[config.mk]
export PLATFORM = sky130hd
export DESIGN_NAME = tmr_flat
export DESIGN_NICKNAME = d
export VERILOG_FILES = /design/src/verilog/io_pkg.sv /design/src/verilog/soc_map_pkg.sv /design/src/verilog/io_bus_if.sv /design/src/verilog/tmr.sv /design/src/flat_wrapper.sv
export SDC_FILE = /design/constraint.sdc
export NUM_CORES = 1
export LEC_CHECK = 0
export ABC_AREA = 1
export BUFFER_PORTS_ARGS = -buffer_cell sky130_fd_sc_hd__buf_4
export CORE_MARGIN = 3
export CORE_UTILIZATION = 50
export DETAILED_ROUTE_END_ITERATION = 6
export PLACE_DENSITY = 0.79
export SYNTH_ARGS = -nofsm -noshare
export SYNTH_HDL_FRONTEND = slang
export SYNTH_SLANG_ARGS = --single-unit
[constraint.sdc]
create_clock -name clk -period 1.95 [get_ports clk]
set_input_delay 0.195 -clock clk [delete_from_list [all_inputs] [get_ports clk]]
set_output_delay 0.195 -clock clk [all_outputs]
set_load 0.1 [all_outputs]
[src/verilog/io_pkg.sv]
/*
  io_pkg: peripheral timing, serial framing and status bit layout
*/

package io_pkg;

  // timer prescaler, short for simulation
  localparam int TMR_DIV = 50;
  localparam int TMR_CW  = $clog2(TMR_DIV);
  localparam logic [TMR_CW-1:0] TMR_LAST = TMR_CW'(TMR_DIV - 1);

  // serial bit timing
  localparam int BAUD_DIV = 16;
  localparam int BAUD_CW  = $clog2(BAUD_DIV);
  localparam logic [BAUD_CW-1:0] BAUD_LAST = BAUD_CW'(BAUD_DIV - 1);
  localparam logic [BAUD_CW-1:0] BAUD_MID  = BAUD_CW'(BAUD_DIV / 2 - 1);

  // 8N1 framing: start, eight data bits, stop
  localparam int SER_DATA_BITS  = 8;
  localparam int SER_FRAME_BITS = SER_DATA_BITS + 2;
  localparam int SER_CNT_W      = $clog2(SER_FRAME_BITS);
  localparam logic [SER_CNT_W-1:0] SER_LAST_BIT = SER_CNT_W'(SER_FRAME_BITS - 1);

  // serial status word
  localparam int SER_RX_RDY = 0;
  localparam int SER_TX_RDY = 1;

  // board I/O widths
  localparam int LED_W = 9;
  localparam int SW_W  = 18;

endpackage

[src/verilog/soc_map_pkg.sv]
/*
  soc_map_pkg: RISC5 memory map, bus widths, RAM size and I/O register indices
*/

package soc_map_pkg;

  // bus widths
  localparam int ADR_W  = 24;
  localparam int DATA_W = 32;

  // RAM region, selected by the upper address nibble
  localparam logic [3:0] RAM_REGION = 4'h0;
  localparam int RAM_WORDS = 1024;
  // word index plus two byte bits
  localparam int RAM_AW = $clog2(RAM_WORDS) + 2;

  // I/O block occupies the top 64 bytes of the address space
  localparam logic [ADR_W-7:0] IO_PREFIX = '1;

  // register index from adr[5:2]
  localparam logic [3:0] DEV_TMR      = 4'd0;
  localparam logic [3:0] DEV_BIO      = 4'd1;
  localparam logic [3:0] DEV_SER_DATA = 4'd2;
  localparam logic [3:0] DEV_SER_STAT = 4'd3;

endpackage

[src/verilog/io_bus_if.sv]
/*
  io_bus_if: register bus between the address decoder and one peripheral
*/

`timescale 1ns/1ps

interface io_bus_if;

  // device selected by the decoder
  logic en;
  // register select inside the device
  logic sel;
  logic rd;
  logic wr;
  logic [soc_map_pkg::DATA_W-1:0] din;
  logic [soc_map_pkg::DATA_W-1:0] dout;

  modport dec (
    output en, sel, rd, wr, din,
    input  dout
  );

  modport dev (
    input  en, sel, rd, wr, din,
    output dout
  );

endinterface

[src/verilog/tmr.sv]
/*
  tmr: free-running millisecond tick counter, read only
*/

`timescale 1ns/1ps

module tmr (
  input  logic  clk,
  input  logic  rst,
  io_bus_if.dev bus
);

  logic [io_pkg::TMR_CW-1:0]      presc;
  logic [soc_map_pkg::DATA_W-1:0] ticks;

  // prescaler wraps every TMR_DIV cycles and bumps the counter
  always_ff @(posedge clk) begin
    if (rst) begin
      presc <= '0;
      ticks <= '0;
    end else if (presc == io_pkg::TMR_LAST) begin
      presc <= '0;
      ticks <= ticks + 1'b1;
    end else begin
      presc <= presc + 1'b1;
    end
  end

  assign bus.dout = ticks;

endmodule
[src/flat_wrapper.sv]
// flat-port wrapper written by rule: the top's interface ports become plain ports
module tmr_flat 
  (clk, rst, bus_en, bus_sel, bus_rd, bus_wr, bus_din, bus_dout);
  io_bus_if bus_i ();
  input  logic clk;
  input  logic rst;
  input wire logic [$bits(bus_i.en)-1:0] bus_en;
  input wire logic [$bits(bus_i.sel)-1:0] bus_sel;
  input wire logic [$bits(bus_i.rd)-1:0] bus_rd;
  input wire logic [$bits(bus_i.wr)-1:0] bus_wr;
  input wire logic [$bits(bus_i.din)-1:0] bus_din;
  output wire logic [$bits(bus_i.dout)-1:0] bus_dout;
  assign bus_i.en = bus_en;
  assign bus_i.sel = bus_sel;
  assign bus_i.rd = bus_rd;
  assign bus_i.wr = bus_wr;
  assign bus_i.din = bus_din;
  assign bus_dout = bus_i.dout;
  tmr u_core (.clk(clk), .rst(rst), .bus(bus_i));
endmodule
== Word level (Yosys, flattened, before mapping) ==
Index checks and enable logic that the tools add are counted.
W data, S select, Z words.
Cells by class
  $add $sub $neg: 2
  equal/unequal tests: 1
  reductions and logical operators: 1
Operators with widths (count)
  $add A32 B1 Y32 const B: 1
  $add A6 B1 Y6 const B: 1
  $eq A6 B6 Y1 const B: 1
  $reduce_or A2 Y1: 1
Storage, ports and cells
  register bits after elaboration: 38
  bits of input ports: 38
  output and inout port bits: 32
  word-level logic and storage cells: 6

== Depth between registers and ports, before layout ==
  word-level depth: 2
  gate-level depth with buffers: 10
  mapped depth without buffers: 10

== Worst setup path before layout ==
Ideal clock, no wire load.
  kind: register to register
  start point: register u_core.ticks, in the netlist u_core.bus.dout[0]
  end point: register u_core.ticks, in the netlist u_core.bus.dout[20]
  setup time: 117 ps
  arrival time: 2127 ps
  required time: 1833 ps
  slack: -294 ps
  stages on the path, launching flop included: 11
  path buffers: 0
  period minus slack after synthesis: 2244 ps
  cells stage by stage: dfxtp_1 -> ha_1 -> nand2_1 -> nor2_2 -> nand2_2 -> nor2_4 -> nand2_2 -> nor2_2 -> nand2_1 -> nand2_1 -> nor2_1
Between the ends
  cells in the longest elaborated chain, start to end: 1
RTL lines
  from (decl): line tmr.sv:14  | logic [soc_map_pkg::DATA_W-1:0] ticks;
  from (signal assigned): line tmr.sv:23  | ticks <= ticks + 1'b1;
  $add A32 B1 Y32: line tmr.sv:23
Every way passes these cells.
A chain may end at the register's enable or synchronous reset.

== Worst setup path in the final report ==
  start point: register u_core.ticks, in the netlist u_core.bus.dout[0]
  end point: register u_core.ticks, in the netlist u_core.bus.dout[28]
The elaborated chain is that of the path after synthesis.

==> impl_metrics.tcl <==
set metrics [dict create \
    cp_cell_sequence "ha_1 > nand2_1 > nor2_2 > nand2_2 > nor2_4 > nand2_2 > nor2_2 > nand2_1 > nor2_1 > nor2_1" \
    post_cts_resized 0 \
    die_h_um 70.9 \
    max_freq_ghz 0.620 \
    clock_skew_ns 0.00570 \
    grt_pass1_vias 1874 \
    core_area_mm2 0.00385 \
    worstPathRequired_ns 2.14 \
    clk_latency_ns 0.29 \
    rr_worst_depth 10 \
    drt-initial-drc-count 129 \
    grt_pass1_wl_mm 8.16 \
    synth_top_area_frac 0.362 \
    drive_above_1_share 0.230 \
    max_slew_margin 0.813 \
    fin_setup_tns_ns 0 \
    port_buffers 33 \
    synth_edf_count 0 \
    ys_ff_latch 38 \
    via_per_inst 5.01 \
    nets 397 \
    cts_root_buf "clkbuf_8" \
    leakagePower_nw 1.07 \
    drv_slew 0 \
    grt_util_all_layers 0.199 \
    rows 22 \
    power_density_mw_per_mm2 551 \
    synth_seq_area_share 0.362 \
    drc 0 \
    drt_wl_total_mm 4.85 \
    cp_max_fo 7 \
    syn_inst 317 \
    post_cts_buffers 0 \
    status "finished clean" \
    path_clk_slew_ns 0.07 \
    die-area_mm2 0.00502 \
    seq_area_um2 776 \
    critPathSlowestCell "dfxtp_2" \
    whs_path_depth 2 \
    cap_violations 0 \
    cts_buffer_depth 2 \
    synth_area_per_cell_um2 6.63 \
    arrival_ns 1.80 \
    min-delay-start "rst" \
    worstMarginPinSlew_ns 0.282 \
    r2r_slack_ns 0.34 \
    grt_max_degree 16 \
    avgRoutedWirePerCell_um 12.0 \
    setup.worst_path.start_class "flop" \
    crit_buf_inv 0 \
    cts_buffers 5 \
    synth_commonest_cells "73 x nand2_1, 59 x nor2_1, 38 x dfxtp_1" \
    fin_crit_sh 0.828 \
    initial_core_util 0.546 \
    cts_hold_buf 0 \
    fillCellCount 352 \
    finalSetupViolCount 0 \
    via_count 2028 \
    diodes 0 \
    synth_top_area_cell "dfxtp_1" \
    htree_levels 2 \
    yosys-top-cells-area "dfxtp_1 36%, nand2_1 13%, nor2_1 11%, inv_1 6.6%, nand3_1 4.8%" \
    power_w 0.00138 \
    place_congestion 0.861 \
    die_x_um 70.9 \
    r2r_end "u_core.bus.dout[28]" \
    synthArstFlopShare 0 \
    hp-class "in2reg" \
    ir_worst_vdd_mv 0.323 \
    critical_path.top_delay_family "simple AND/OR/NAND/NOR gates" \
    synth_warnings 0 \
    cp-end-kind "flop" \
    r2r_start "u_core.bus.dout[0]" \
    fin_util 0.652 \
    dp_hpwl_mm 3.76 \
    cts_tree "built" \
    grt_antenna_before_repair 0 \
    cts_sinks 38 \
    ios 70 \
    rsz0062_at_grt "no" \
    yosys.cell_types.count 32 \
    layout_min_cycle_time_ns 1.61 \
    area_delta_synth_final_pct 19.5 \
    cp.depth 10 \
    syn_nets 358 \
    dr.pass1.iters 4 \
    yosysMostFrequentCell "nand2_1" \
    path_class "reg2reg" \
    netlist_area_mm2 0.00210 \
    multi_input_area_mm2 0.00116 \
    ys.flop_type "dfxtp_1" \
    hold_viol 0 \
    grt-ovfl-total 0 \
    slowest_delay_ns 0.36 \
    ant_nets 0 \
    whs_endpoint "u_core.bus.dout[0]" \
]
sequential cells by signal (all words and copies together), names as in the netlist:
name,count
u_core.bus.dout,32
u_core.presc,6
power by group:
group          internal, W  switching, W  total (W)
Combinational    0.0000123     0.0000247  0.0000370
Sequential        0.000780    0.00000601   0.000786
Clock             0.000285      0.000276   0.000561
Total              0.00108      0.000307    0.00138
area by class of cell:
class / count / share of cell area
clock inverters: 1 / 0.00199
repair buffers: 35 / 0.105
clock buffers: 7 / 0.0344
multi-input cells: 234 / 0.464
inverters: 42 / 0.0627
well taps: 48 / 0.0239
flip-flops and latches: 38 / 0.309
placed cells by master, fill, tap and decap left out:
cell type	instances
inv_2	3
nor2_4	7
nand3b_1	1
nand3_1	20
nor2_1	59
and3_1	2
dfxtp_2	12
nor2_8	1
buf_4	35
ha_1	3
clkbuf_8	6
a21oi_1	15
xnor2_1	1
and2_1	1
o21bai_1	3
clkbuf_1	1
nor3_1	11
o21ai_1	1
clkinv_2	1
nand4_1	7
o21ai_0	7
nand2_1	73
o21a_1	1
dfxtp_1	26
a211oi_1	1
nor2_2	7
nand2_2	6
nand3b_2	1
xor2_1	1
clkinv_1	2
nor3_2	1
nor3b_1	2
nand3_2	2
inv_1	37
cells by family (layout without fill, tap and decap cells):
logic type      count (synthesis)  after routing  share of synthesized area
compound gates                 28             28                     0.0726
xor+xnor                        2              2                    0.00833
fa+ha+maj                       3              3                     0.0178
buf+inv                        45             85                     0.0845
flops                          38             38                      0.362
simple gates                  201            201                      0.455
per-layer routing:
| layer | global-route usage | routed length (µm) |
|---|---|---|
| met1 | 0.253 | 2250 |
| met2 | 0.333 | 2290 |
| met3 | 0.0526 | 264 |
| met4 | 0.0543 | 50 |
| met5 | 0 | 0 |
metrics by stage:
| stage | area, µm² | setup slack [ns] | hold slack (ns) | instances |
|---|---|---|---|---|
| global route | 2510 | 0.162 | 0.215 | 405 |
| global placement | 2420 | 0.376 | 0.438 | 397 |
| floorplan | 2120 | 0.0233 | 0.266 | 317 |
| detailed placement | 2420 | 0.347 | 0.447 | 397 |
| finish | 2510 | 0.336 | 0.202 | 405 |
| CTS | 2510 | 0.319 | 0.203 | 405 |
worst max path at each step:
stage / startpoint / endpoint / slack, ns
5_1_grt: u_core.bus.dout[0] / u_core.bus.dout[28] / 0.16
4_1_cts: u_core.presc[0] / u_core.bus.dout[21] / 0.32
6_report: u_core.bus.dout[0] / u_core.bus.dout[28] / 0.34
3_3_place_gp: u_core.bus.dout[0] / u_core.bus.dout[28] / 0.38
3_5_place_dp: u_core.presc[0] / u_core.bus.dout[21] / 0.35
2_1_floorplan: u_core.bus.dout[13] / u_core.bus.dout[22] / 0.02
worst reg2reg max path, stage by stage (launching register included):
cell	delay [ns]
dfxtp_2	0.36
ha_1	0.18
nand2_1	0.09
nor2_2	0.16
nand2_2	0.11
nor2_4	0.18
nand2_2	0.10
nor2_2	0.15
nand2_1	0.06
nor2_1	0.08
nor2_1	0.04
(Power assumes the default switching activity.)
