## src/verilog/soc_map_pkg.sv

```systemverilog
/*
  soc_map_pkg: RISC5 memory map, bus widths, RAM size and I/O register indices
*/

package soc_map_pkg;

  // bus widths
  localparam int ADR_W  = 24;
  localparam int DATA_W = 32;

  // RAM region, selected by the upper address nibble
  localparam logic [3:0] RAM_REGION = 4'h0;
  localparam int RAM_WORDS = 1024;
  // word index plus two byte bits
  localparam int RAM_AW = $clog2(RAM_WORDS) + 2;

  // I/O block occupies the top 64 bytes of the address space
  localparam logic [ADR_W-7:0] IO_PREFIX = '1;

  // register index from adr[5:2]
  localparam logic [3:0] DEV_TMR      = 4'd0;
  localparam logic [3:0] DEV_BIO      = 4'd1;
  localparam logic [3:0] DEV_SER_DATA = 4'd2;
  localparam logic [3:0] DEV_SER_STAT = 4'd3;

endpackage

```

## src/verilog/io_bus_if.sv

```systemverilog
/*
  io_bus_if: register bus between the address decoder and one peripheral
*/

`timescale 1ns/1ps

interface io_bus_if;

  // device selected by the decoder
  logic en;
  // register select inside the device
  logic sel;
  logic rd;
  logic wr;
  logic [soc_map_pkg::DATA_W-1:0] din;
  logic [soc_map_pkg::DATA_W-1:0] dout;

  modport dec (
    output en, sel, rd, wr, din,
    input  dout
  );

  modport dev (
    input  en, sel, rd, wr, din,
    output dout
  );

endinterface

```

## src/verilog/bus_decode.sv

```systemverilog
/*
  bus_decode: splits the address space into RAM and the I/O block,
  drives the device enables and multiplexes read data back to the master
*/

`timescale 1ns/1ps

module bus_decode (
  input  logic [soc_map_pkg::ADR_W-1:0]  adr,
  input  logic                           rd,
  input  logic                           wr,
  input  logic [soc_map_pkg::DATA_W-1:0] outbus,
  output logic [soc_map_pkg::DATA_W-1:0] inbus,
  output logic                           ram_en,
  input  logic [soc_map_pkg::DATA_W-1:0] ram_dout,
  io_bus_if.dec                          tmr_bus,
  io_bus_if.dec                          bio_bus,
  io_bus_if.dec                          ser_bus
);

  logic       io_en;
  logic [3:0] io_idx;

  // ------------------------------------------------------------
  // address decoder
  // ------------------------------------------------------------

  assign ram_en = (adr[soc_map_pkg::ADR_W-1:soc_map_pkg::ADR_W-4] == soc_map_pkg::RAM_REGION);
  assign io_en  = (adr[soc_map_pkg::ADR_W-1:6] == soc_map_pkg::IO_PREFIX);
  assign io_idx = adr[5:2];

  assign tmr_bus.en  = io_en & (io_idx == soc_map_pkg::DEV_TMR);
  assign tmr_bus.sel = 1'b0;
  assign tmr_bus.rd  = rd;
  assign tmr_bus.wr  = wr;
  assign tmr_bus.din = outbus;

  assign bio_bus.en  = io_en & (io_idx == soc_map_pkg::DEV_BIO);
  assign bio_bus.sel = 1'b0;
  assign bio_bus.rd  = rd;
  assign bio_bus.wr  = wr;
  assign bio_bus.din = outbus;

  // data and status share one device, sel picks status
  assign ser_bus.en  = io_en & ((io_idx == soc_map_pkg::DEV_SER_DATA) |
                                (io_idx == soc_map_pkg::DEV_SER_STAT));
  assign ser_bus.sel = (io_idx == soc_map_pkg::DEV_SER_STAT);
  assign ser_bus.rd  = rd;
  assign ser_bus.wr  = wr;
  assign ser_bus.din = outbus;

  // ------------------------------------------------------------
  // read data multiplexer
  // ------------------------------------------------------------

  // RAM unless I/O is addressed, then devices by index, else zero
  assign inbus = ~io_en      ? ram_dout     :
                 tmr_bus.en  ? tmr_bus.dout :
                 bio_bus.en  ? bio_bus.dout :
                 ser_bus.en  ? ser_bus.dout :
                 '0;

endmodule

```

## src/flat_wrapper.sv

```systemverilog
// flat-port wrapper written by rule: the top's interface ports become plain ports
module bus_decode_flat 
  (adr, rd, wr, outbus, inbus, ram_en, ram_dout, tmr_bus_en, tmr_bus_sel, tmr_bus_rd, tmr_bus_wr, tmr_bus_din, tmr_bus_dout, bio_bus_en, bio_bus_sel, bio_bus_rd, bio_bus_wr, bio_bus_din, bio_bus_dout, ser_bus_en, ser_bus_sel, ser_bus_rd, ser_bus_wr, ser_bus_din, ser_bus_dout);
  io_bus_if tmr_bus_i ();
  io_bus_if bio_bus_i ();
  io_bus_if ser_bus_i ();
  input  logic [soc_map_pkg::ADR_W-1:0] adr;
  input  logic rd;
  input  logic wr;
  input  logic [soc_map_pkg::DATA_W-1:0] outbus;
  output logic [soc_map_pkg::DATA_W-1:0] inbus;
  output logic ram_en;
  input  logic [soc_map_pkg::DATA_W-1:0] ram_dout;
  output wire logic [$bits(tmr_bus_i.en)-1:0] tmr_bus_en;
  output wire logic [$bits(tmr_bus_i.sel)-1:0] tmr_bus_sel;
  output wire logic [$bits(tmr_bus_i.rd)-1:0] tmr_bus_rd;
  output wire logic [$bits(tmr_bus_i.wr)-1:0] tmr_bus_wr;
  output wire logic [$bits(tmr_bus_i.din)-1:0] tmr_bus_din;
  input wire logic [$bits(tmr_bus_i.dout)-1:0] tmr_bus_dout;
  output wire logic [$bits(bio_bus_i.en)-1:0] bio_bus_en;
  output wire logic [$bits(bio_bus_i.sel)-1:0] bio_bus_sel;
  output wire logic [$bits(bio_bus_i.rd)-1:0] bio_bus_rd;
  output wire logic [$bits(bio_bus_i.wr)-1:0] bio_bus_wr;
  output wire logic [$bits(bio_bus_i.din)-1:0] bio_bus_din;
  input wire logic [$bits(bio_bus_i.dout)-1:0] bio_bus_dout;
  output wire logic [$bits(ser_bus_i.en)-1:0] ser_bus_en;
  output wire logic [$bits(ser_bus_i.sel)-1:0] ser_bus_sel;
  output wire logic [$bits(ser_bus_i.rd)-1:0] ser_bus_rd;
  output wire logic [$bits(ser_bus_i.wr)-1:0] ser_bus_wr;
  output wire logic [$bits(ser_bus_i.din)-1:0] ser_bus_din;
  input wire logic [$bits(ser_bus_i.dout)-1:0] ser_bus_dout;
  assign tmr_bus_en = tmr_bus_i.en;
  assign tmr_bus_sel = tmr_bus_i.sel;
  assign tmr_bus_rd = tmr_bus_i.rd;
  assign tmr_bus_wr = tmr_bus_i.wr;
  assign tmr_bus_din = tmr_bus_i.din;
  assign tmr_bus_i.dout = tmr_bus_dout;
  assign bio_bus_en = bio_bus_i.en;
  assign bio_bus_sel = bio_bus_i.sel;
  assign bio_bus_rd = bio_bus_i.rd;
  assign bio_bus_wr = bio_bus_i.wr;
  assign bio_bus_din = bio_bus_i.din;
  assign bio_bus_i.dout = bio_bus_dout;
  assign ser_bus_en = ser_bus_i.en;
  assign ser_bus_sel = ser_bus_i.sel;
  assign ser_bus_rd = ser_bus_i.rd;
  assign ser_bus_wr = ser_bus_i.wr;
  assign ser_bus_din = ser_bus_i.din;
  assign ser_bus_i.dout = ser_bus_dout;
  bus_decode u_core (.adr(adr), .rd(rd), .wr(wr), .outbus(outbus), .inbus(inbus), .ram_en(ram_en), .ram_dout(ram_dout), .tmr_bus(tmr_bus_i), .bio_bus(bio_bus_i), .ser_bus(ser_bus_i));
endmodule
```

## config.mk

```make
export PLATFORM = sky130hd
export DESIGN_NAME = bus_decode_flat
export DESIGN_NICKNAME = d
export VERILOG_FILES = /design/src/verilog/soc_map_pkg.sv /design/src/verilog/io_bus_if.sv /design/src/verilog/bus_decode.sv /design/src/flat_wrapper.sv
export SDC_FILE = /design/constraint.sdc
export NUM_CORES = 1
export LEC_CHECK = 0
export BUFFER_PORTS_ARGS = -buffer_cell sky130_fd_sc_hd__buf_2
export CAP_MARGIN = 10
export CORE_AREA = 3 3 128 130
export DETAILED_ROUTE_END_ITERATION = 10
export DIE_AREA = 0 0 131 133
export GPL_TIMING_DRIVEN = 0
export PLACE_DENSITY_LB_ADDON = 0.12
export SLEW_MARGIN = 30
export SYNTH_ARGS = -nofsm -noshare
export SYNTH_HDL_FRONTEND = slang
export SYNTH_SLANG_ARGS = --single-unit
```

## constraint.sdc

```tcl
create_clock -name vclk -period 1.46
set_input_delay 0.219 -clock vclk [all_inputs]
set_output_delay 0.219 -clock vclk [all_outputs]
set_load 0.1 [all_outputs]
```

* Word-level counts from Yosys, hierarchy flattened
Cells that the tools add are included.
Word-level totals: register bits after elaboration 0, logic and storage cells 14
Cells by class: mux-type cells 4, reductions and logical operators 2, bitwise logic cells 4, equal/unequal tests 4
Operators with widths (number):
- 32-bit 2-to-1 mux | 4
- 18-bit equality test (second input constant) | 1
- 4-bit by 2-bit equality test with 1-bit output (second input constant) | 2
- 4-bit logical NOT | 2
- 4-bit by 1-bit equality test with 1-bit output (second input constant) | 1
- 1-bit AND | 3
- 1-bit OR | 1

* Longest topological paths before layout
depth in word-level cells 7, depth in mapped cells 6, mapped depth without buffers 4

* Worst setup path after synthesis
OpenSTA, ideal clock, no wires.
path type input-to-output, start input port adr[21] (netlist name), end output port ram_en, data required time 1.241 ns, setup slack -1.937 ns, arrival 3.178 ns, cell stages on the path 1, cells stage by stage nor4_1
Between the ends: word-level cells in the longest chain between the ends 1
Ends and longest elaborated chain:
- start, declared | line flat_wrapper.sv:7 | input logic [soc_map_pkg::ADR_W-1:0] adr;
- 4-bit logical NOT | line bus_decode.sv:28 | assign ram_en = (adr[soc_map_pkg::ADR_W-1:soc_map_pkg::ADR_W-4] == soc_map_pkg::RAM_REGION);
- end, declared | line flat_wrapper.sv:12 | output logic ram_en;
No other way between the ends.

* Final worst setup path
start input port adr[2] (netlist name), end output port inbus[4] (netlist name)
Between the ends: word-level cells in the longest chain between the ends 7, elaborated cells on any way between the ends 12, those cells by class eq/ne: 3; mux: 4; bitwise: 4; reduce/logical: 1
Ends and longest elaborated chain:
- 4-bit by 2-bit equality test with 1-bit output, on equally long branches | line bus_decode.sv:45, bus_decode.sv:46
- 1-bit OR | line bus_decode.sv:45 | assign ser_bus.en = io_en & ((io_idx == soc_map_pkg::DEV_SER_DATA) |
- 1-bit AND | line bus_decode.sv:45
- 32-bit 2-to-1 mux | line bus_decode.sv:60 | ser_bus.en ? ser_bus.dout :
- 32-bit 2-to-1 mux | line bus_decode.sv:59 | bio_bus.en ? bio_bus.dout :
- 32-bit 2-to-1 mux * | line bus_decode.sv:58 | tmr_bus.en ? tmr_bus.dout :
- 32-bit 2-to-1 mux * | line bus_decode.sv:57 | assign inbus = ~io_en ? ram_dout :
- end, declared | line flat_wrapper.sv:11 | output logic [soc_map_pkg::DATA_W-1:0] inbus;
Mark *: on every way between the ends. The rest lies on a longest branch, timed or not.

==> results by group <==
Outcome
  • Outcome: complete, but fails checks
  • Violated checks: setup timing

Final layout
  • Most common cell after layout, fill and taps aside: buf_2
  • Final core utilization: 29.2%
  • Num sequential: 0
  • Most frequent cells in the layout: 250 x buf_2, 110 x buf_4, 34 x nand2_1
  • Clkbuf count: 0
  • P&R area growth vs syn: 130%
  • Net count, final: 791
  • Share of layout cells above drive strength 1: 80.4%
  • N_diodes: 0
  • Final instance area: approximately 4500 µm²
  • Register Area: 0 µm²

Power
  • Power Dens Cells: 549 nW/µm²
  • Leak pwr: 2.47 nW
  • Maximum VDD drop: 0.000238 V
  • Total power: 2.45 mW

STA
  • Final setup viols: 35
  • Setup ws final: -0.506 ns
  • RSZ-0062 raised after global routing: yes
  • Tmin final: 1.97 ns
  • Slew Viols, Final: 0
  • Fmax: 509 MHz
  • Final Hold Vio Count: 0
  • Period utilisation layout: 135%

Hold path
  • Hold path cells: 2
  • Hold Path Class: input pin to output pin
  • Hold path start: outbus[25]
  • Hold Path Sink: ser_bus_din[25]

Drt
  • DR DRC count: 0
  • Total Wirelength: 10.7 mm
  • Drt first pass iters: 4
  • Via-per-instance ratio: 3.71
  • Via count: 3023
  • DRT iter0 DRCs: 67
  • Wirelength per Cell: 13.1 µm
  • DRT antenna net count: 0

Logic synthesis
  • Compound-cell area share of the yosys netlist: 16.5%
  • Synth Area in Simple Gates: 19.3%
  • Yosys Warn Count: 0
  • XOR/XNOR Fraction of Synth Area: 0%
  • Top post-synthesis cells by area: buf_4 40%, mux2_2 19%, a21oi_1 8.3%, o21ai_0 8.3%, nand2_1 6.6%
  • Largest family of logic cells by synthesized area: buffers and inverters
  • Post-synthesis mux area share: 18.6%
  • Seq/Total Area, Yosys: 0%
  • Synth cell types: 20
  • Syn avg cell area: 6.43 µm²
  • Adder-cell area share of the yosys netlist: 0%
  • Cells after Synth: 301
  • Syn Std Cell Area: roughly 1900 µm²
  • Post-synth top area cell: buf_4
  • Yosys top cell area share: 40.3%

Critical path
  • WS Path Type: input pin to output pin
  • WP data required: between 1 and 1.5 ns
  • Crit-path max FO: 10
  • CP startpoint kind: input pin
  • Critical Path AT: between 1.5 and 2 ns
  • Critical Path Sink Type: output pin

GRT
  • Vias in the first global route: between 2000 and 3000
  • M1 GR Usage: 10.7%
  • Gr busiest metal: met2
  • Met2 usage: a little over a fifth
  • GR Layer Usage met3: 1.74%
  • GRT Util Overall: about a tenth
  • Overflow after GRT: 0
  • First-pass GRT wire length: 14.7 mm
  • Largest net degree at the start of global routing: 11
  • Antenna violations before repair: 0

Floorplan
  • Die area: 17400 µm²
  • Core ar.: approximately 15000 µm²
  • Num rows: 45
  • Die height: 133 µm
  • Ports: 327
  • Die width: 131 µm
  • Initial Util: about an eighth

Place
  • Post-placement cell area: ~3800 µm²
  • GPL Wtd Cong: 0.717
  • I/O Buffers: 289
  • HPWL after DPL: 8.96 mm

Flow run
  • Max Cap Viol: 0
## kinds of logic after synthesis
logic type	Yosys count
buffers and inverters	122
multiplexers	32
other	1
AO/OA/AOI/OAI	64
AND/OR/NAND/NOR	82
## worst max-delay path, cell delays in order
cell and delay (ns):
buf_8 0.10, or4_4 0.61, buf_6 0.20, nor2_2 0.09
a21oi_1 0.06, mux2_4 0.29, buf_8 0.18
## stage by stage
stage	TNS [ns]	cells	setup WS, ns	hold WS [ns]
after floorplan	-8.93	302	-0.285	0.536
after global placement	-27.67	802	-0.913	0.823
after detailed placement	-27.82	802	-0.915	0.822
after CTS	-15.33	806	-0.508	0.822
after global routing	-17.55	814	-0.559	0.824
final	-15.44	814	-0.506	0.822
## Yosys cell counts, types with 2 or more instances
cell type    n
a21oi_1     32
buf_4      104
buf_6        4
clkbuf_1    10
inv_1        2
mux2_2      32
nand2_1     34
nand3_1      2
nand4_1      3
nor2_1      26
nor2_2      12
o21ai_0     32
## worst max path at each step
stage | endpoint | slack [ns] | cells past startpoint | from
4_1_cts | inbus[28] | -0.51 | 7 | adr[2]
2_1_floorplan | inbus[23] | -0.29 | 6 | adr[2]
3_3_place_gp | inbus[16] | -0.91 | 7 | adr[4]
3_5_place_dp | inbus[16] | -0.91 | 7 | adr[4]
5_1_grt | inbus[21] | -0.56 | 7 | adr[2]
6_report | inbus[4] | -0.51 | 7 | adr[2]
## metal layers
layer / vias up / share of wire [%] / wire length [µm]
met5: - / 0 / 0
met4: 0 / 0.94 / 100
met3: 8 / 9.0 / 954
met2: 170 / 56 / 5940
met1: 1349 / 34 / 3670
li1: 1496 / - / -
## where the power goes
group	leakage, nW	total [mW]	internal, mW	switching, mW
Clock	0	0	0	0
Combinational	2.47	2.45	0.678	1.77
Sequential	0	0	0	0
Total	2.47	2.45	0.678	1.77
## cell type report
| class | instances | area (µm²) |
|---|---|---|
| buffer | 119 | 925 |
| fill | 1714 | 10800 |
| inverter | 2 | 12.5 |
| multi-input combinational | 180 | 1290 |
| tap | 211 | 264 |
| timing repair buffer | 302 | 1970 |
## repair_timing
action,in CTS,in global routing
setup buffers,5,8
hold buffers,0,0
endpoints found under the hold margin,0,0
resized for setup,111,50
setup endpoints to repair,36,36
pin swaps,4,4
cloned,0,0
(Power assumes the default switching activity.)
