## src/verilog/io_pkg.sv

```systemverilog
/*
  io_pkg: peripheral timing, serial framing and status bit layout
*/

package io_pkg;

  // timer prescaler, short for simulation
  localparam int TMR_DIV = 50;
  localparam int TMR_CW  = $clog2(TMR_DIV);
  localparam logic [TMR_CW-1:0] TMR_LAST = TMR_CW'(TMR_DIV - 1);

  // serial bit timing
  localparam int BAUD_DIV = 16;
  localparam int BAUD_CW  = $clog2(BAUD_DIV);
  localparam logic [BAUD_CW-1:0] BAUD_LAST = BAUD_CW'(BAUD_DIV - 1);
  localparam logic [BAUD_CW-1:0] BAUD_MID  = BAUD_CW'(BAUD_DIV / 2 - 1);

  // 8N1 framing: start, eight data bits, stop
  localparam int SER_DATA_BITS  = 8;
  localparam int SER_FRAME_BITS = SER_DATA_BITS + 2;
  localparam int SER_CNT_W      = $clog2(SER_FRAME_BITS);
  localparam logic [SER_CNT_W-1:0] SER_LAST_BIT = SER_CNT_W'(SER_FRAME_BITS - 1);

  // serial status word
  localparam int SER_RX_RDY = 0;
  localparam int SER_TX_RDY = 1;

  // board I/O widths
  localparam int LED_W = 9;
  localparam int SW_W  = 18;

endpackage

```

## src/verilog/soc_map_pkg.sv

```systemverilog
/*
  soc_map_pkg: RISC5 memory map, bus widths, RAM size and I/O register indices
*/

package soc_map_pkg;

  // bus widths
  localparam int ADR_W  = 24;
  localparam int DATA_W = 32;

  // RAM region, selected by the upper address nibble
  localparam logic [3:0] RAM_REGION = 4'h0;
  localparam int RAM_WORDS = 1024;
  // word index plus two byte bits
  localparam int RAM_AW = $clog2(RAM_WORDS) + 2;

  // I/O block occupies the top 64 bytes of the address space
  localparam logic [ADR_W-7:0] IO_PREFIX = '1;

  // register index from adr[5:2]
  localparam logic [3:0] DEV_TMR      = 4'd0;
  localparam logic [3:0] DEV_BIO      = 4'd1;
  localparam logic [3:0] DEV_SER_DATA = 4'd2;
  localparam logic [3:0] DEV_SER_STAT = 4'd3;

endpackage

```

## src/verilog/io_bus_if.sv

```systemverilog
/*
  io_bus_if: register bus between the address decoder and one peripheral
*/

`timescale 1ns/1ps

interface io_bus_if;

  // device selected by the decoder
  logic en;
  // register select inside the device
  logic sel;
  logic rd;
  logic wr;
  logic [soc_map_pkg::DATA_W-1:0] din;
  logic [soc_map_pkg::DATA_W-1:0] dout;

  modport dec (
    output en, sel, rd, wr, din,
    input  dout
  );

  modport dev (
    input  en, sel, rd, wr, din,
    output dout
  );

endinterface

```

## src/verilog/ser.sv

```systemverilog
/*
  ser: 8N1 serial port with one-byte transmit and receive buffers
  and a status register for the ready flags
*/

`timescale 1ns/1ps

module ser (
  input  logic  clk,
  input  logic  rst,
  io_bus_if.dev bus,
  input  logic  rxd,
  output logic  txd
);

  // transmitter
  logic                               tx_busy;
  logic [io_pkg::SER_FRAME_BITS-1:0]  tx_shift;
  logic [io_pkg::SER_CNT_W-1:0]       tx_bit;
  logic [io_pkg::BAUD_CW-1:0]         tx_baud;
  logic                               tx_start;

  // receiver
  logic [1:0]                         rx_sync;
  logic                               rx_busy;
  logic [io_pkg::SER_CNT_W-1:0]       rx_bit;
  logic [io_pkg::BAUD_CW-1:0]         rx_baud;
  logic                               rx_mid;
  logic                               rx_done;
  logic                               rx_rdy;
  logic                               rx_take;
  logic [io_pkg::SER_DATA_BITS-1:0]   rx_shift;
  logic [io_pkg::SER_DATA_BITS-1:0]   rx_data;

  assign tx_start = bus.en & bus.wr & ~bus.sel & ~tx_busy;
  assign rx_take  = bus.en & bus.rd & ~bus.sel;

  // ------------------------------------------------------------
  // transmit
  // ------------------------------------------------------------

  // frame is loaded LSB first, idle line shifts in ones
  always_ff @(posedge clk) begin
    if (rst) begin
      tx_busy  <= 1'b0;
      tx_shift <= '1;
      tx_bit   <= '0;
      tx_baud  <= '0;
    end else if (tx_start) begin
      tx_busy  <= 1'b1;
      tx_shift <= {1'b1, bus.din[io_pkg::SER_DATA_BITS-1:0], 1'b0};
      tx_bit   <= '0;
      tx_baud  <= '0;
    end else if (tx_busy) begin
      if (tx_baud == io_pkg::BAUD_LAST) begin
        tx_baud  <= '0;
        tx_shift <= {1'b1, tx_shift[io_pkg::SER_FRAME_BITS-1:1]};
        if (tx_bit == io_pkg::SER_LAST_BIT) begin
          tx_busy <= 1'b0;
        end else begin
          tx_bit <= tx_bit + 1'b1;
        end
      end else begin
        tx_baud <= tx_baud + 1'b1;
      end
    end
  end

  assign txd = tx_shift[0];

  // ------------------------------------------------------------
  // receive
  // ------------------------------------------------------------

  always_ff @(posedge clk) begin
    if (rst) begin
      rx_sync <= '1;
    end else begin
      rx_sync <= {rx_sync[0], rxd};
    end
  end

  assign rx_mid  = rx_busy & (rx_baud == io_pkg::BAUD_MID);
  // stop bit sampled high
  assign rx_done = rx_mid & (rx_bit == io_pkg::SER_LAST_BIT) & rx_sync[1];

  always_ff @(posedge clk) begin
    if (rst) begin
      rx_busy <= 1'b0;
      rx_bit  <= '0;
      rx_baud <= '0;
      rx_rdy  <= 1'b0;
    end else begin
      if (rx_take) begin
        rx_rdy <= 1'b0;
      end
      if (!rx_busy) begin
        // low level on an idle line is a start edge
        if (!rx_sync[1]) begin
          rx_busy <= 1'b1;
          rx_bit  <= '0;
          rx_baud <= '0;
        end
      end else begin
        rx_baud <= (rx_baud == io_pkg::BAUD_LAST) ? '0 : rx_baud + 1'b1;
        if (rx_mid) begin
          rx_bit <= rx_bit + 1'b1;
          if ((rx_bit == '0) && rx_sync[1]) begin
            // start bit gone by mid-period, glitch
            rx_busy <= 1'b0;
          end else if (rx_bit == io_pkg::SER_LAST_BIT) begin
            rx_busy <= 1'b0;
          end
        end
        if (rx_done) begin
          rx_rdy <= 1'b1;
        end
      end
    end
  end

  // data bits enter at the top and push the start bit out
  always_ff @(posedge clk) begin
    if (rx_mid && (rx_bit != io_pkg::SER_LAST_BIT)) begin
      rx_shift <= {rx_sync[1], rx_shift[io_pkg::SER_DATA_BITS-1:1]};
    end
    if (rx_done) begin
      rx_data <= rx_shift;
    end
  end

  // read data: received byte or status word
  always_comb begin
    bus.dout = '0;
    if (bus.sel) begin
      bus.dout[io_pkg::SER_RX_RDY] = rx_rdy;
      bus.dout[io_pkg::SER_TX_RDY] = ~tx_busy;
    end else begin
      bus.dout[io_pkg::SER_DATA_BITS-1:0] = rx_data;
    end
  end

endmodule

```

## src/flat_wrapper.sv

```systemverilog
// flat-port wrapper written by rule: the top's interface ports become plain ports
module ser_flat 
  (clk, rst, rxd, txd, bus_en, bus_sel, bus_rd, bus_wr, bus_din, bus_dout);
  io_bus_if bus_i ();
  input  logic clk;
  input  logic rst;
  input  logic rxd;
  output logic txd;
  input wire logic [$bits(bus_i.en)-1:0] bus_en;
  input wire logic [$bits(bus_i.sel)-1:0] bus_sel;
  input wire logic [$bits(bus_i.rd)-1:0] bus_rd;
  input wire logic [$bits(bus_i.wr)-1:0] bus_wr;
  input wire logic [$bits(bus_i.din)-1:0] bus_din;
  output wire logic [$bits(bus_i.dout)-1:0] bus_dout;
  assign bus_i.en = bus_en;
  assign bus_i.sel = bus_sel;
  assign bus_i.rd = bus_rd;
  assign bus_i.wr = bus_wr;
  assign bus_i.din = bus_din;
  assign bus_dout = bus_i.dout;
  ser u_core (.clk(clk), .rst(rst), .bus(bus_i), .rxd(rxd), .txd(txd));
endmodule
```

## config.mk

```make
export PLATFORM = sky130hd
export DESIGN_NAME = ser_flat
export DESIGN_NICKNAME = d
export VERILOG_FILES = /design/src/verilog/io_pkg.sv /design/src/verilog/soc_map_pkg.sv /design/src/verilog/io_bus_if.sv /design/src/verilog/ser.sv /design/src/flat_wrapper.sv
export SDC_FILE = /design/constraint.sdc
export NUM_CORES = 1
export LEC_CHECK = 0
export BUFFER_PORTS_ARGS = -buffer_cell sky130_fd_sc_hd__buf_2
export CORE_UTILIZATION = 25
export CTS_CLUSTER_SIZE = 24
export DETAILED_ROUTE_END_ITERATION = 8
export SLEW_MARGIN = 40
export SYNTH_ARGS = -nofsm -noshare
export SYNTH_HDL_FRONTEND = slang
export SYNTH_SLANG_ARGS = --single-unit
```

## constraint.sdc

```tcl
create_clock -name clk -period 1.6 [get_ports clk]
set_input_delay 0.48 -clock clk [delete_from_list [all_inputs] [get_ports clk]]
set_output_delay 0.48 -clock clk [all_outputs]
set_load 0.1 [all_outputs]
```

Yosys cells after proc, flatten, opt, wreduce, memory -nomap -nowiden
Index checks and enable logic that the tools add are counted.
{"block": "op_classes", "n_addsub": 4, "n_eq_ne": 8, "n_mux": 23, "bitwise_logic": 11, "reduce_logical": 9}
{"operator": "$mux W9", "n": 3}
{"operator": "$mux W4", "n": 6}
{"operator": "$add A4 B1 Y4 const B", "n": 4}
{"operator": "$eq A4 B4 Y1 const B", "n": 4}
{"operator": "$mux W1", "n": 12}
{"operator": "$and A1 B1 Y1", "n": 8}
{"operator": "$mux W6", "n": 1}
{"operator": "$eq A4 B3 Y1 const B", "n": 1}
{"operator": "$logic_not A4 Y1", "n": 1}
{"operator": "$ne A2 B2 Y1 const B", "n": 2}
{"operator": "$ne A4 B4 Y1 const B", "n": 1}
{"operator": "$reduce_and A2 Y1", "n": 2}
{"operator": "$reduce_bool A2 Y1", "n": 2}
{"operator": "$not A1 Y1", "n": 3}
{"operator": "$reduce_and A3 Y1", "n": 1}
{"operator": "$logic_and A1 B1 Y1", "n": 2}
{"operator": "$mux W2", "n": 1}
{"operator": "$reduce_or A2 Y1", "n": 1}
{"block": "word_totals", "register_bits": 46, "wordCells": 66}

Depth between registers and ports, before layout
Gate-level depths: netlist (run 1).
{"block": "logic_depth", "ltp_word": 6, "depth_mapped": 5, "depth_no_buf": 5}

Least setup slack after synthesis (run 1)
OpenSTA, ideal clock, no wires.
{"block": "synth_timing", "kind": "in2out", "start": "in bus_sel", "end": "out bus_dout[1]", "t_arrival_ns": 2.257, "t_required_ns": 1.120, "path_slack_ns": -1.137, "cell_stages": 2, "path_cell_list": "buf_2 > mux2i_1"}
{"block": "synth_between", "elab_chain_cells": 1}
{"element": "from (decl)", "line": "flat_wrapper.sv:10", "source": "input wire logic [$bits(bus_i.sel)-1:0] bus_sel;"}
{"element": "$mux W2", "line": "ser.sv:135", "source": "if (bus.sel) begin"}
{"element": "to (decl)", "line": "flat_wrapper.sv:14", "source": "output wire logic [$bits(bus_i.dout)-1:0] bus_dout;"}
Every way passes these cells.

Worst setup path in the final report (run 1)
{"block": "layout_timing", "start": "reg u_core.rx_data[0] (netlist name)", "end": "out bus_dout[0]"}
{"block": "layout_between", "elab_chain_cells": 1}
{"element": "from (decl)", "line": "ser.sv:33", "source": "logic [io_pkg::SER_DATA_BITS-1:0] rx_data;"}
{"element": "from (signal assigned)", "line": "ser.sv:128", "source": "rx_data <= rx_shift;"}
{"element": "$mux W2", "line": "ser.sv:135"}
Every way passes these cells.

==> results of run 1 <==
registers in the layout, indices dropped and copies added (netlist names):
name / flops
u_core.rx_baud: 4
u_core.rx_bit: 4
u_core.rx_busy: 1
u_core.rx_data: 8
u_core.rx_rdy: 1
u_core.rx_shift: 8
u_core.rx_sync: 2
u_core.tx_baud: 4
u_core.tx_bit: 4
u_core.tx_busy: 1
u_core.tx_shift: 9
cell usage after synthesis (2+ instances only):
master    count
or3_1         4
inv_1         6
nand3b_1      5
buf_4        25
nand2_1      20
nand3_1       9
mux2i_1       3
or2_2         2
xor2_1        2
o21ai_0       3
a31oi_1       4
nor2_1        7
clkbuf_1      4
ha_1          7
buf_2         3
and3b_1       2
nor3b_1       2
dfxtp_1      30
a221oi_1      3
a21oi_1      13
o21ai_1       4
nor3_1        7
nor2b_1       7
edfxtp_1     16
a211oi_1      2
power by group:
group          total (mW)  internal [mW]  switching (mW)  leakage [nW]
registers            1.23           1.22          0.0146         0.388
clock network       0.739          0.316           0.423        0.0447
logic               0.453         0.0878           0.365         0.663
total                2.42           1.62           0.803          1.10
stage by stage:
stage / total power [mW] / utilization, % / area (um^2) / setup slack [ns]
after floorplan: 1.68 / - / 2300 / -0.178
after global placement: 1.70 / 30.9 / 2550 / -0.129
after detailed placement: 1.70 / 30.9 / 2550 / -0.128
after CTS: 2.45 / 32.5 / 2680 / -0.0567
after global routing: 2.52 / 32.6 / 2690 / -0.0804
final: 2.42 / 32.6 / 2690 / -0.0466
kinds of logic after synthesis:
family / after synthesis / share of synthesized area (%)
muxes: 4 / 1.93
xor gates and xnor gates: 2 / 0.819
buffers and inverters: 39 / 11.4
and+or+nand+nor: 75 / 20.5
other: 1 / 0.175
DFF: 46 / 50.6
AOI/OAI and AO/OA: 36 / 10.5
adders and majority gates: 7 / 4.10
repair_timing:
action                                 CTS  global route
setup buffers                            1             0
resized for setup                        9             3
endpoints found under the hold margin    0             0
setup endpoints to repair                8             4
area by class of cell:
cell class	count	area share (%)
clock inverter	3	0.931
multi-input combinational	148	35.8
inverter	7	0.977
clock buffer	5	2.56
sequential	46	40.3
tap	105	4.89
timing repair buffer	40	14.6
layer usage:
layer / vias to the layer above / GRT usage (%) / wire length, um
met2: 35 / 14.7 / 1790
met4: 0 / 3.79 / 62
met5: - / 0 / 0
met1: 732 / 11.6 / 1770
met3: 6 / 2.90 / 164
li1: 777 / - / -
worst max-delay path by stage:
stage,start,cells past startpoint,slack [ns],to
finish,u_core.rx_data[0],2,-0.05,bus_dout[0]
global route,u_core.rx_data[0],2,-0.08,bus_dout[0]
CTS,u_core.rx_data[0],2,-0.06,bus_dout[0]
detailed placement,bus_sel,3,-0.13,bus_dout[0]
global placement,bus_sel,3,-0.13,bus_dout[0]
floorplan,bus_sel,2,-0.18,bus_dout[1]
==> impl_metrics.env, run 1 <==
export IMPL_grt_use_total_pct=9.25
export IMPL_fin_nets=294
export IMPL_worst_slack_ns=-0.0466
export IMPL_worst_setup_path_type="reg -> out"
export IMPL_synth_area_leaders="dfxtp_1 (28%), edfxtp_1 (22%), buf_4 (8.8%)"
export IMPL_yosysWarnings=0
export IMPL_die_area_um2=8930
export IMPL_fmax_mhz=607
export IMPL_final_antenna_net_count=0
export IMPL_r2r_cells=4
export IMPL_crit_arrival_ns=1.17
export IMPL_crit_path_end_kind="output port"
export IMPL_rrSetupSlack_ns=0.10
export IMPL_post_place_cells=345
export IMPL_p_leak_nw=1.10
export IMPL_insertion_delay_ns=0.31
export IMPL_drive_gt1_share_pct=25.7
export IMPL_report_final_slew_viol_count=0
export IMPL_grt_max_degree=17
export IMPL_outcome="finished with violations"
export IMPL_routabilityCongestion=0.772
export IMPL_crit_path_max_incr_delay_ns=0.39
export IMPL_hold_depth=2
export IMPL_path_max_fanout=1
export IMPL_drt_iter0_markers=60
export IMPL_worst_ep_required_time_ns=1.12
export IMPL_start_util_pct=25.9
export IMPL_ctsHoldBuffers=0
export IMPL_hold_viol=0
export IMPL_clock_skew_ns=0.00721
export IMPL_port_buffers=23
export IMPL_boundaryPins=72
export IMPL_cp_start_kind="register"
export IMPL_cts_buffer_depth=2
export IMPL_diodes=0
export IMPL_multi_input_area_um2=963
export IMPL_row_count=33
export IMPL_setup_tns_ns=-0.0466
export IMPL_rsz0062_at_grt="true"
export IMPL_routedWlPerCell_um=10.7
export IMPL_setup_viol=1
export IMPL_p_per_area_nw_per_um2=902
export IMPL_numClockSinks=46
export IMPL_critPathSlowestCell="edfxtp_1"
export IMPL_grt_pass1_vias=1398
export IMPL_avgViaCountPerCell=4.38
export IMPL_layout_common_cells="dfxtp_1 (29), conb_1 (24), nand2_1 (20)"
export IMPL_min_to="u_core.rx_sync[0]"
export IMPL_cp_cell_sequence="mux2_4, buf_12"
export IMPL_hold_path_class="in -> reg"
export IMPL_crit_buf_inv=1
export IMPL_wl_um=3790
export IMPL_yosysSeqAreaShare_pct=50.6
export IMPL_final_common_cell="dfxtp_1"
export IMPL_fillers=860
export IMPL_r2r_start="u_core.rx_baud[1]"
export IMPL_hpwl_um=2850
export IMPL_violations="negative setup slack"
export IMPL_crit_family="flip-flops"
export IMPL_syn_avg_cell_area_um2=10.2
export IMPL_route_vias_total=1550
export IMPL_netlist_instances=210
export IMPL_antenna_found_initial=0
export IMPL_grt_first_pass_wirelength_um=6410
export IMPL_core_um2=8260
export IMPL_root_buffer="clkbuf_8"
export IMPL_dieWidth_um=94.5
export IMPL_netlist_area_um2=2140
export IMPL_area_growth_pct=25.7
export IMPL_cts_made_buffers=5
export IMPL_ys_ff_latch=46
export IMPL_async_reset_ff_share_pct=0
export IMPL_synth_top_cell_area_share_pct=28.1
export IMPL_grt_overflow=0
export IMPL_yosys_area_top_type="dfxtp_1"
export IMPL_tritoncts="built"
export IMPL_holdWs_ns=0.354
export IMPL_min_from="rxd"
export IMPL_seq_area_um2=1080
export IMPL_peakVddDrop_uv=319
export IMPL_worstReg2RegEnd="u_core.rx_data[2]"
export IMPL_cts_clk_slew_worst_paths_ns=0.10
export IMPL_synth_flop_cell="dfxtp_1"
export IMPL_dr_pass1_iters=4
export IMPL_htreeDepth=2
export IMPL_die_height_um=94.5
export IMPL_drv_cap=0
export IMPL_synth_edf_count=16
export IMPL_drc=0
export IMPL_period_needed_ns=1.65
export IMPL_instances_no_fill=354
export IMPL_finalCritPeriodShare_pct=103
export IMPL_ys_types=45
Note: power is estimated with default switching activity, not from simulation.
==> run 2: changes to the inputs <==
--- a/config.mk
+++ b/config.mk
@@ -5,6 +5,7 @@
 export SDC_FILE = /design/constraint.sdc
 export NUM_CORES = 1
 export LEC_CHECK = 0
+export ABC_AREA = 1
 export BUFFER_PORTS_ARGS = -buffer_cell sky130_fd_sc_hd__buf_2
 export CORE_UTILIZATION = 25
 export CTS_CLUSTER_SIZE = 24
==> run 2 against run 1 <==
Against the previous run:
- critical endpoint is now bus_dout[7]
- clock skew barely moved
- clock power rose by 15%
- sequential power barely moved
- final area rose by 2.0%
- the flow now finishes without violations
- synthesized cell count rose by 26%
- routed wire length fell by 0.18%
- critical path type is now in -> out
- count of clock-buffer cells in the layout rose by 1
- combinational power rose by 2%
- highest routed layer unchanged
==> impl_metrics.env, run 2 <==
export IMPL_grt_overflow=0
export IMPL_antenna_found_initial=0
export IMPL_crit_path_max_incr_delay_ns=0.19
export IMPL_drive_gt1_share_pct=23.6
export IMPL_report_final_slew_viol_count=0
export IMPL_boundaryPins=72
export IMPL_fmax_mhz=635
export IMPL_worstReg2RegEnd="u_core.rx_data[0]"
export IMPL_final_antenna_net_count=0
export IMPL_fin_nets=342
export IMPL_netlist_instances=264
export IMPL_crit_arrival_ns=1.09
export IMPL_reg_top3="u_core.tx_shift: 9 flops, u_core.rx_data: 8 flops, u_core.rx_shift: 8 flops"
export IMPL_yosys_area_top_type="dfxtp_1"
export IMPL_ys_ff_latch=46
export IMPL_largest_reg_flops=9
export IMPL_route_vias_total=1639
export IMPL_routedWlPerCell_um=9.33
export IMPL_row_count=34
export IMPL_fin_area_um2=2740
export IMPL_min_from="rxd"
export IMPL_instances_no_fill=405
export IMPL_drt_iter0_markers=71
export IMPL_area_growth_pct=20.2
export IMPL_outcome="finished, final reports clean"
export IMPL_crit_buf_inv=3
export IMPL_diodes=0
export IMPL_path_max_fanout=6
export IMPL_largest_register="u_core.tx_shift"
export IMPL_routabilityCongestion=0.733
export IMPL_setup_tns_ns=0
export IMPL_netlist_area_um2=2280
export IMPL_cp_cell_sequence="buf_2, buf_12, nor2_2, buf_12"
export IMPL_avgViaCountPerCell=4.05
export IMPL_postCtsSetupBuffers=0
export IMPL_yosysWarnings=0
export IMPL_root_buffer="clkbuf_8"
export IMPL_rrSetupSlack_ns=0.14
export IMPL_die_area_um2=9520
export IMPL_core_um2=8760
export IMPL_port_buffers=23
export IMPL_hold_viol=0
export IMPL_numClockSinks=46
export IMPL_peakVddDrop_uv=333
export IMPL_die_height_um=97.6
export IMPL_clock_skew_ns=0.00684
export IMPL_start_util_pct=26.1
export IMPL_dieWidth_um=97.6
export IMPL_tritoncts="built"
export IMPL_htreeDepth=2
export IMPL_finalCritPeriodShare_pct=98.4
export IMPL_ys_types=30
export IMPL_drv_cap=0
export IMPL_final_common_cell="nand2_1"
export IMPL_yosysSeqAreaShare_pct=47.3
export IMPL_worst_setup_path_type="in -> out"
export IMPL_r2r_cells=6
export IMPL_grt_use_total_pct=8.49
export IMPL_synth_top_cell_area_share_pct=26.3
export IMPL_cts_clk_slew_worst_paths_ns=0.09
export IMPL_synth_common_cells="nand2_1 (57), inv_1 (31), dfxtp_1 (30), buf_4 (24), nor2_1 (23)"
export IMPL_grt_pass1_vias=1444
export IMPL_grt_first_pass_wirelength_um=6630
export IMPL_synth_most_common_cell="nand2_1"
export IMPL_crit_path_end_kind="output port"
export IMPL_drc=0
export IMPL_layout_common_cells="nand2_1 (56), inv_1 (30), dfxtp_1 (30)"
export IMPL_period_needed_ns=1.57
export IMPL_cts_made_buffers=5
export IMPL_async_reset_ff_share_pct=0
export IMPL_crit_family="buffers and inverters"
export IMPL_worst_ep_required_time_ns=1.12
export IMPL_power_mw=2.55
export IMPL_hpwl_um=2840
export IMPL_synth_edf_count=16
export IMPL_min_to="u_core.rx_sync[0]"
export IMPL_grt_max_degree=15
export IMPL_rsz0062_at_grt="true"
export IMPL_syn_avg_cell_area_um2=8.65
export IMPL_hold_path_class="in -> reg"
export IMPL_p_per_area_nw_per_um2=930
export IMPL_post_place_cells=397
export IMPL_synth_flop_cell="dfxtp_1"
export IMPL_synth_area_leaders="dfxtp_1 (26%), edfxtp_1 (21%), nand2_1 (9.4%)"
export IMPL_cpMostUsedCell="buf_12"
export IMPL_hold_depth=2
export IMPL_fillers=905
export IMPL_p_leak_nw=1.23
export IMPL_holdWs_ns=0.359
export IMPL_insertion_delay_ns=0.30
export IMPL_setup_viol=0
export IMPL_cts_buffer_depth=2
export IMPL_wl_um=3780
export IMPL_critPathSlowestCell="buf_12"
export IMPL_cp_start_kind="input port"
export IMPL_placed_area_um2=2620
export IMPL_r2r_start="u_core.rx_baud[0]"
export IMPL_dr_pass1_iters=4
[run 2: cell count changes after synthesis, moves of 4 or more]
cell,delta
nand2_4,+4
a31oi_1,-4
nand3b_1,-5
nor2b_1,-7
nor2_4,+4
or3_1,-4
nand3_1,+7
nand2_1,+37
nor2_1,+16
inv_1,+25
nor3_1,-6
clkbuf_1,-4
[run 2: report_power, final]
part	leakage [nW]	switching (mW)	internal, mW	total (mW)
Combinational	0.789	0.383	0.0813	0.464
Sequential	0.388	0.0160	1.22	1.24
Clock	0.0514	0.386	0.466	0.852
[run 2: cell type report]
type,instances,area [um^2],area share (%)
inverters,34,128,4.65
clock inverters,2,37.5,1.37
clock buffers,6,72.6,2.64
well taps,108,135,4.92
multi-input cells,178,982,35.8
flip-flops and latches,46,1080,39.4
repair buffers,31,308,11.2
[run 2: per-stage QoR]
step	util (%)	setup slack (ns)
after floorplan	-	-0.293
after global placement	29.9	0.0105
after detailed placement	29.9	0.00313
after CTS	31.2	0.00416
after global routing	31.3	-0.00390
final	31.3	0.0250
[run 2: worst max-delay path by stage]
stage	start	end	slack, ns	cells after the start
floorplan	bus_sel	bus_dout[2]	-0.29	2
global placement	bus_sel	bus_dout[1]	0.01	5
detailed placement	bus_sel	bus_dout[1]	0.003	5
CTS	bus_sel	bus_dout[1]	0.004	5
global route	bus_sel	bus_dout[5]	-0.004	4
finish	bus_sel	bus_dout[7]	0.03	4
[run 2: kinds of logic (layout without fill, tap and decap cells)]
| kind of cell | Yosys count | count (layout) | share of synthesized area [%] |
|---|---|---|---|
| simple gates | 118 | 118 | 25.6 |
| buf+inv | 63 | 73 | 15.3 |
| flops | 46 | 46 | 47.3 |
| compound gates | 24 | 24 | 5.75 |
| fa+ha+maj | 7 | 7 | 3.84 |
| xor+xnor | 4 | 4 | 1.53 |
| other cells | 1 | 24 | 0.164 |
| mux | 1 | 1 | 0.438 |
[run 2: what timing repair did]
action,in CTS,in global routing
endpoints found under the setup margin,0,4
gates resized for setup,0,3
hold buffers,0,0
[run 2: metal layers]
layer  track usage (%)  wire (um)  part of all wire (%)  vias to the layer above
li1                  -          -                     -                      853
met1              11.8       1840                    49                      745
met2              12.7       1730                    46                       36
met3              2.37        169                   4.5                        5
met4              2.71         40                   1.1                        0
met5                 0          0                     0                        -
[run 2: worst reg2reg max path: stages (launching register included)]
cell and delay, ns:
dfxtp_1 0.39, ha_1 0.25, nand3_2 0.13, nor2_4 0.11, nand3_1 0.09, inv_1 0.09
buf_4 0.13
